<file path="src/alu_geom_pkg.sv">
/*
 * chunked ALU geometry
 * word and chunk sizes, stage count and pipeline latency
 */

package alu_geom_pkg;

    ////////////////////////////////////////////////////////////
    // word geometry
    ////////////////////////////////////////////////////////////

    // operand width in bits
    localparam int word_w = 32;

    // bits handled by one pipeline stage
    localparam int chunk_w = 8;

    // one stage per chunk, word_w must be a multiple of chunk_w
    localparam int n_chunks = word_w / chunk_w;

    ////////////////////////////////////////////////////////////
    // timing
    ////////////////////////////////////////////////////////////

    // each stage adds one register, deskew adds none on the last chunk
    // so input to result is one cycle per chunk
    localparam int alu_latency = n_chunks;

endpackage
</file>
<file path="src/alu_types_pkg.sv">
/*
 * chunked ALU data types
 * operand sets, per-chunk slices, chain state and results
 */

package alu_types_pkg;

    import alu_geom_pkg::*;

    typedef logic [word_w-1:0]  word_t;
    typedef logic [chunk_w-1:0] chunk_t;

    // one full operand set, a and b feed add/sub, c is the compare operand
    typedef struct packed {
        word_t a;
        word_t b;
        word_t c;
    } operands_t;

    // the same set cut down to one chunk
    typedef struct packed {
        chunk_t a;
        chunk_t b;
        chunk_t c;
    } chunk_ops_t;

    // state carried from stage k to stage k+1
    typedef struct packed {
        logic carry;
        logic borrow;
        logic run_and;
        logic run_or;
        logic run_xor;
        logic run_eq;
    } chain_t;

    // per-stage slice of the arithmetic results
    typedef struct packed {
        chunk_t sum;
        chunk_t diff;
    } chunk_res_t;

    typedef struct packed {
        logic red_and;
        logic red_or;
        logic red_xor;
        logic cmp_eq;
        logic cmp_neq;
    } flags_t;

    // full result word set, 69 bits
    typedef struct packed {
        word_t  sum;
        word_t  diff;
        flags_t flags;
    } alu_result_t;

endpackage

</file>
<file path="src/chunked_alu.sv">
/*
 * chunked ALU top level
 * skews operands across the chunk stages, chains the stages and
 * deskews the results, one operand set accepted per cycle
 */

module chunked_alu
    import alu_types_pkg::*;
(
    input  logic        clk,
    input  logic        rst,
    input  logic        op_valid,
    input  operands_t   ops,
    output logic        res_valid,
    output alu_result_t res
);

    ////////////////////////////////////////////////////////////
    // stage wiring, one lane per chunk of the word
    ////////////////////////////////////////////////////////////

    chunk_ops_t stage_ops [$bits(word_t) / $bits(chunk_t)];
    logic [$bits(word_t) / $bits(chunk_t) - 1:0] stage_valid;
    logic [$bits(word_t) / $bits(chunk_t) - 1:0] stage_out_valid;
    chunk_res_t res_chunks [$bits(word_t) / $bits(chunk_t)];

    // chain[k] feeds stage k, chain[0] is the seed
    chain_t chain [$bits(word_t) / $bits(chunk_t) + 1];

    // identity values for add, sub, and, or, xor and eq
    assign chain[0] = '{
        carry:   1'b0,
        borrow:  1'b0,
        run_and: 1'b1,
        run_or:  1'b0,
        run_xor: 1'b0,
        run_eq:  1'b1
    };

    operand_skew skew_inst (
        .clk         (clk),
        .rst         (rst),
        .op_valid    (op_valid),
        .ops         (ops),
        .stage_ops   (stage_ops),
        .stage_valid (stage_valid)
    );

    for (genvar k = 0; k < $bits(word_t) / $bits(chunk_t); k++) begin : stage_inst
        chunk_stage stage_inst (
            .clk       (clk),
            .rst       (rst),
            .in_valid  (stage_valid[k]),
            .in_ops    (stage_ops[k]),
            .chain_in  (chain[k]),
            .out_valid (stage_out_valid[k]),
            .chain_out (chain[k+1]),
            .res_chunk (res_chunks[k])
        );
    end

    // last stage's chain and valid close out the set
    result_deskew deskew_inst (
        .clk        (clk),
        .rst        (rst),
        .res_chunks (res_chunks),
        .last_chain (chain[$bits(word_t) / $bits(chunk_t)]),
        .last_valid (stage_out_valid[$bits(word_t) / $bits(chunk_t) - 1]),
        .res_valid  (res_valid),
        .res        (res)
    );

endmodule

</file>
<file path="src/result_deskew.sv">
/*
 * result deskew
 * realigns the staggered result chunks of one set and derives the
 * final flags from the last stage's chain
 */

module result_deskew
    import alu_geom_pkg::*;
    import alu_types_pkg::*;
(
    input  logic        clk,
    input  logic        rst,
    input  chunk_res_t  res_chunks [n_chunks],
    input  chain_t      last_chain,
    input  logic        last_valid,
    output logic        res_valid,
    output alu_result_t res
);

    chunk_res_t aligned [n_chunks];

    // chunk k left its stage n_chunks-1-k cycles before the last one
    for (genvar k = 0; k < n_chunks; k++) begin : g_lane
        if (k == n_chunks - 1) begin : g_direct
            assign aligned[k] = res_chunks[k];
        end else begin : g_delay
            chunk_res_t slot [n_chunks-1-k];

            always_ff @(posedge clk) begin
                slot[0] <= res_chunks[k];
                for (int i = 1; i < n_chunks - 1 - k; i++) begin
                    slot[i] <= slot[i-1];
                end
            end

            assign aligned[k] = slot[n_chunks-2-k];
        end
    end

    // last stage already registered its flags and valid
    assign res_valid = last_valid && !rst;

    always_comb begin
        for (int k = 0; k < n_chunks; k++) begin
            res.sum[k*chunk_w +: chunk_w]  = aligned[k].sum;
            res.diff[k*chunk_w +: chunk_w] = aligned[k].diff;
        end
        // carry and borrow out of the top chunk are dropped
        res.flags.red_and = last_chain.run_and;
        res.flags.red_or  = last_chain.run_or;
        res.flags.red_xor = last_chain.run_xor;
        res.flags.cmp_eq  = last_chain.run_eq;
        res.flags.cmp_neq = ~last_chain.run_eq;
    end

endmodule

</file>
<file path="src/chunk_stage.sv">
/*
 * chunk stage
 * one pipeline stage, adds, subtracts, reduces and compares one chunk
 * and passes carry, borrow and running flags to the next stage
 */

module chunk_stage
    import alu_geom_pkg::*;
    import alu_types_pkg::*;
(
    input  logic       clk,
    input  logic       rst,
    input  logic       in_valid,
    input  chunk_ops_t in_ops,
    input  chain_t     chain_in,
    output logic       out_valid,
    output chain_t     chain_out,
    output chunk_res_t res_chunk
);

    ////////////////////////////////////////////////////////////
    // arithmetic on this chunk
    ////////////////////////////////////////////////////////////

    // one extra bit on top catches carry out and borrow out
    logic [chunk_w:0] sum_ext;
    logic [chunk_w:0] diff_ext;

    always_comb begin
        sum_ext = {1'b0, in_ops.a} + {1'b0, in_ops.b}
                + {{chunk_w{1'b0}}, chain_in.carry};
        // wraps below zero when a borrow is needed, top bit then reads 1
        diff_ext = {1'b0, in_ops.a} - {1'b0, in_ops.b}
                 - {{chunk_w{1'b0}}, chain_in.borrow};
    end

    ////////////////////////////////////////////////////////////
    // next chain state and result chunk
    ////////////////////////////////////////////////////////////

    chain_t     chain_next;
    chunk_res_t res_next;

    always_comb begin
        chain_next.carry  = sum_ext[chunk_w];
        chain_next.borrow = diff_ext[chunk_w];

        // serial fold of the reductions, one chunk per stage
        chain_next.run_and = chain_in.run_and & (&in_ops.a);
        chain_next.run_or  = chain_in.run_or  | (|in_ops.a);
        chain_next.run_xor = chain_in.run_xor ^ (^in_ops.a);

        // equality holds only while every chunk so far matched
        chain_next.run_eq = chain_in.run_eq & (in_ops.a == in_ops.c);

        res_next.sum  = sum_ext[chunk_w-1:0];
        res_next.diff = diff_ext[chunk_w-1:0];
    end

    ////////////////////////////////////////////////////////////
    // stage register
    ////////////////////////////////////////////////////////////

    always_ff @(posedge clk) begin
        if (rst) begin
            out_valid <= 1'b0;
            chain_out <= '0;
            res_chunk <= '0;
        end else begin
            out_valid <= in_valid;
            // hold the last set while the lane is idle
            if (in_valid) begin
                chain_out <= chain_next;
                res_chunk <= res_next;
            end
        end
    end

endmodule

</file>
<file path="src/operand_skew.sv">
/*
 * operand skew
 * cuts each operand set into chunks and hands chunk k to stage k,
 * k cycles after the set was taken in
 */

module operand_skew
    import alu_geom_pkg::*;
    import alu_types_pkg::*;
(
    input  logic                clk,
    input  logic                rst,
    input  logic                op_valid,
    input  operands_t           ops,
    output chunk_ops_t          stage_ops [n_chunks],
    output logic [n_chunks-1:0] stage_valid
);

    for (genvar k = 0; k < n_chunks; k++) begin : g_lane
        chunk_ops_t lane_in;

        // slice chunk k out of each operand word
        assign lane_in.a = ops.a[k*chunk_w +: chunk_w];
        assign lane_in.b = ops.b[k*chunk_w +: chunk_w];
        assign lane_in.c = ops.c[k*chunk_w +: chunk_w];

        if (k == 0) begin : g_direct
            // lowest chunk enters stage 0 right away
            assign stage_ops[k]   = lane_in;
            assign stage_valid[k] = op_valid;
        end else begin : g_delay
            chunk_ops_t   slot [k];
            logic [k-1:0] slot_valid;

            // data shift line, k slots deep
            always_ff @(posedge clk) begin
                slot[0] <= lane_in;
                for (int i = 1; i < k; i++) begin
                    slot[i] <= slot[i-1];
                end
            end

            // valid travels alongside the chunk
            always_ff @(posedge clk) begin
                if (rst) begin
                    slot_valid <= '0;
                end else begin
                    slot_valid[0] <= op_valid;
                    for (int i = 1; i < k; i++) begin
                        slot_valid[i] <= slot_valid[i-1];
                    end
                end
            end

            assign stage_ops[k]   = slot[k-1];
            assign stage_valid[k] = slot_valid[k-1];
        end
    end

endmodule

</file>
<file path="config.mk">
export PLATFORM = sky130hd
export DESIGN_NAME = chunked_alu
export DESIGN_NICKNAME = d
export VERILOG_FILES = /design/src/alu_geom_pkg.sv /design/src/alu_types_pkg.sv /design/src/chunked_alu.sv /design/src/result_deskew.sv /design/src/chunk_stage.sv /design/src/operand_skew.sv
export SDC_FILE = /design/constraint.sdc
export NUM_CORES = 1
export LEC_CHECK = 0
export ABC_CLOCK_PERIOD_IN_PS = 5300
export BUFFER_PORTS_ARGS = -buffer_cell sky130_fd_sc_hd__buf_2
export CAP_MARGIN = 20
export CORE_ASPECT_RATIO = 0.6
export CORE_UTILIZATION = 50
export DETAILED_ROUTE_END_ITERATION = 8
export PLACE_DENSITY = 0.7
export SLEW_MARGIN = 20
export SYNTH_ARGS = -nofsm -noshare
export SYNTH_HDL_FRONTEND = slang
export SYNTH_HIERARCHICAL = 1
export SYNTH_SLANG_ARGS = --single-unit
</file>
<file path="constraint.sdc">
create_clock -name clk -period 5.3 [get_ports clk]
set_input_delay 1.06 -clock clk [delete_from_list [all_inputs] [get_ports clk]]
set_output_delay 1.06 -clock clk [all_outputs]
set_load 0.05 [all_outputs]
</file>
==> out/metrics.cfg <==
[placed_design]
numPortBuffers = 168
dp_hpwl_microns = 19300
place.gp.congestion = 0.907
place_ws_ns = 2.26

[grt]
grt_start_max_net_pins = 59
antenna_found_initial = 1
grt_util_all_layers_pct = 18.2
grt_pass1_wl_microns = 40500
grt_overflow = 0
grt_pass1_vias = 7813

[power_and_ir_drop]
irDropWorstVdd_mv = 0.279
p_int_uw = 4240
p_comb_share_pct = 14.3
p_sw_uw = 1500
p_seq_share_pct = 47.6
p_leak_uw = 0.00659
clockPowerShare_pct = 38.1
p_per_area_mw_per_mm2 = 390
swShare_pct = 26.1

[route]
firstDrtPassIters = 5
ant_nets = 0
via_per_inst = 4.93
wirelength_microns = 25900
drt_iter0_drc = 512
drc = 0
vias = 8355
wire_per_inst_microns = 15.3

[sta]
tightest_slew_ns = 0.843
clock_skew_ns = 0.0139
setup_slack_ns = 2.31
final_max_slew_viol_count = 0
max-slew-margin-rel_pct = 43.8
finalCriticalPeriod_ns = 2.99
setup_viol = 0
fin_setup_tns_ns = 0
layout_worst_path_cycle_share_pct = 56.5
fmax_mhz = 334
rsz0062_at_grt = false
hold_violations = 0

[setup_path]
critPathLaunch = rst
path_cells = buf_4 > nor2b_4 > buf_2
worstPathRequired_ns = 4.24
r2r-start = skew_inst/g_lane[2].g_delay.slot[0][32]$_DFF_P_
path_delay_family = buffers and inverters
crit_path_end_kind = primary output
reg2reg_setup_slack_ns = 2.94
r2r_end = stage_inst[2].stage_inst/chain_out[4]$_SDFFE_PP0P_
criticalPathCategory = in2out
cp.depth = 3
crit_slowest_cell = buf_4
crit_path_max_incr_delay_ns = 0.55
path_max_fanout = 58
worstPathArrival_ns = 1.93
ff2ff_path_depth = 7
cp.buffers_inverters = 2
critPathCapture = res_valid
critPathLaunchType = input pin

[die]
num_io_pins = 169
die_height_microns = 129
die_area_sq_mm = 0.0277
start_util_pct = 51.1
core_sq_mm = 0.0265
die_width_microns = 214
row_count = 46

[run]
maxCapViolCount = 0

[clock_tree]
clk_latency_ns = 0.56
path_clk_slew_ns = 0.07
tritoncts = built
root_buffer = clkbuf_16
cts_resized = 0
cts_setup_buffers = 0
hold_buffers = 0
cts_sinks = 330
clockBufferDepth = 3
cts-buffers-inserted = 28
htreeDepth = 1

[cells_and_area]
antenna_cells = 0
synthToLayoutAreaGrowth_pct = 8.87
filler_cell_count = 2309
drive_above_1_share_pct = 17.5
fin_nets = 1543

[synthesis]
syn_area_per_cell_sq_um = 10.7
synth_area_sq_mm = 0.0135
syn_inst = 1266
yosysWarnings = 6

[status]
status = finished, final reports clean

[hold_path]
hp-class = reg2reg

[per-layer routing]
layer	global-route usage (%)	share of wire, %	vias to the layer above
li1	-	-	4278
met1	26.9	52	3844
met2	27.5	42	199
met3	3.71	4.7	32
met4	4.12	1.7	2
met5	0	0.050	-
[power groups by stage]
stage | Combinational [uW] | Sequential (uW) | Clock (uW)
4_1_cts | 816 | 2740 | 2230
5_1_grt | 897 | 2750 | 2350
2_1_floorplan | 679 | 2770 | 0
3_3_place_gp | 796 | 2790 | 0
3_5_place_dp | 812 | 2790 | 0
6_report | 818 | 2730 | 2190
[worst register-to-register path: stages, from the launching register on]
cell      delay, ns
dfxtp_1        0.36
inv_1          0.07
fa_1           0.51
fa_1           0.46
nor2b_1        0.19
o211a_1        0.22
o311ai_0       0.15
a311oi_1       0.29
[cell usage in the layout (no fill, tap or decap), types with 8 or more instances in the layout]
cell       instances
mux2i_1           13
nor2_1            76
nand2_1           27
o21a_1            15
ha_1             115
dfxtp_1          330
xnor2_1           36
nand2b_1          31
nor3_1            14
inv_1            103
a31oi_1            9
nand3_1           18
clkbuf_16         29
a211oi_1          21
xor2_1            25
nor3b_1           12
o21bai_1           8
nand4_1           11
and3_1            11
fa_1              16
a21oi_1           42
nor4_1            10
a211o_1           13
a311oi_1           9
o311ai_0           8
buf_2            167
nand3b_1          33
o21ai_0            8
[how the worst min path moves through the flow]
stage / startpoint / endpoint / depth (start not counted)
after global placement: deskew_inst/g_lane[0].g_delay.slot[0][24]$_DFF_P_ / deskew_inst/g_lane[0].g_delay.slot[0][40]$_DFF_P_ / 0
after floorplan: deskew_inst/g_lane[0].g_delay.slot[0][0]$_DFF_P_ / deskew_inst/g_lane[0].g_delay.slot[0][16]$_DFF_P_ / 0
final: deskew_inst/g_lane[0].g_delay.slot[0][19]$_DFF_P_ / deskew_inst/g_lane[0].g_delay.slot[0][35]$_DFF_P_ / 0
after CTS: deskew_inst/g_lane[0].g_delay.slot[0][21]$_DFF_P_ / deskew_inst/g_lane[0].g_delay.slot[0][37]$_DFF_P_ / 0
after global routing: deskew_inst/g_lane[0].g_delay.slot[0][21]$_DFF_P_ / deskew_inst/g_lane[0].g_delay.slot[0][37]$_DFF_P_ / 0
after detailed placement: deskew_inst/g_lane[0].g_delay.slot[0][11]$_DFF_P_ / deskew_inst/g_lane[0].g_delay.slot[0][27]$_DFF_P_ / 0
[sequential cells by signal (all words and copies together), names as in the netlist]
signal / count
stage_inst.stage_inst/out_valid: 1
deskew_inst/g_lane.g_delay.slot: 96
stage_inst.stage_inst/res_chunk: 64
stage_inst.stage_inst/chain_out: 22
skew_inst/g_lane.g_delay.slot_valid: 3
skew_inst/g_lane.g_delay.slot: 144
[area by class of cell]
type	count	area, sq um	area share, %
well taps	360	450	3.06
inverters	109	409	2.78
flip-flops and latches	330	6610	44.9
multi-input cells	671	5390	36.6
clock buffers	37	776	5.27
repair buffers	173	881	5.99
clock inverters	14	209	1.42
[metrics by stage]
stage	total power, uW	utilization, %	hold WS, ns	std cells	area (sq um)
after floorplan	3450	-	0.310	1270	13500
after global placement	3580	51.9	0.310	1643	13700
after detailed placement	3600	51.9	0.312	1643	13700
after CTS	5790	55.6	0.318	1694	14700
after global routing	5990	55.6	0.324	1694	14700
final	5740	55.6	0.313	1694	14700
No activity file was read; power rests on OpenSTA's default activity.
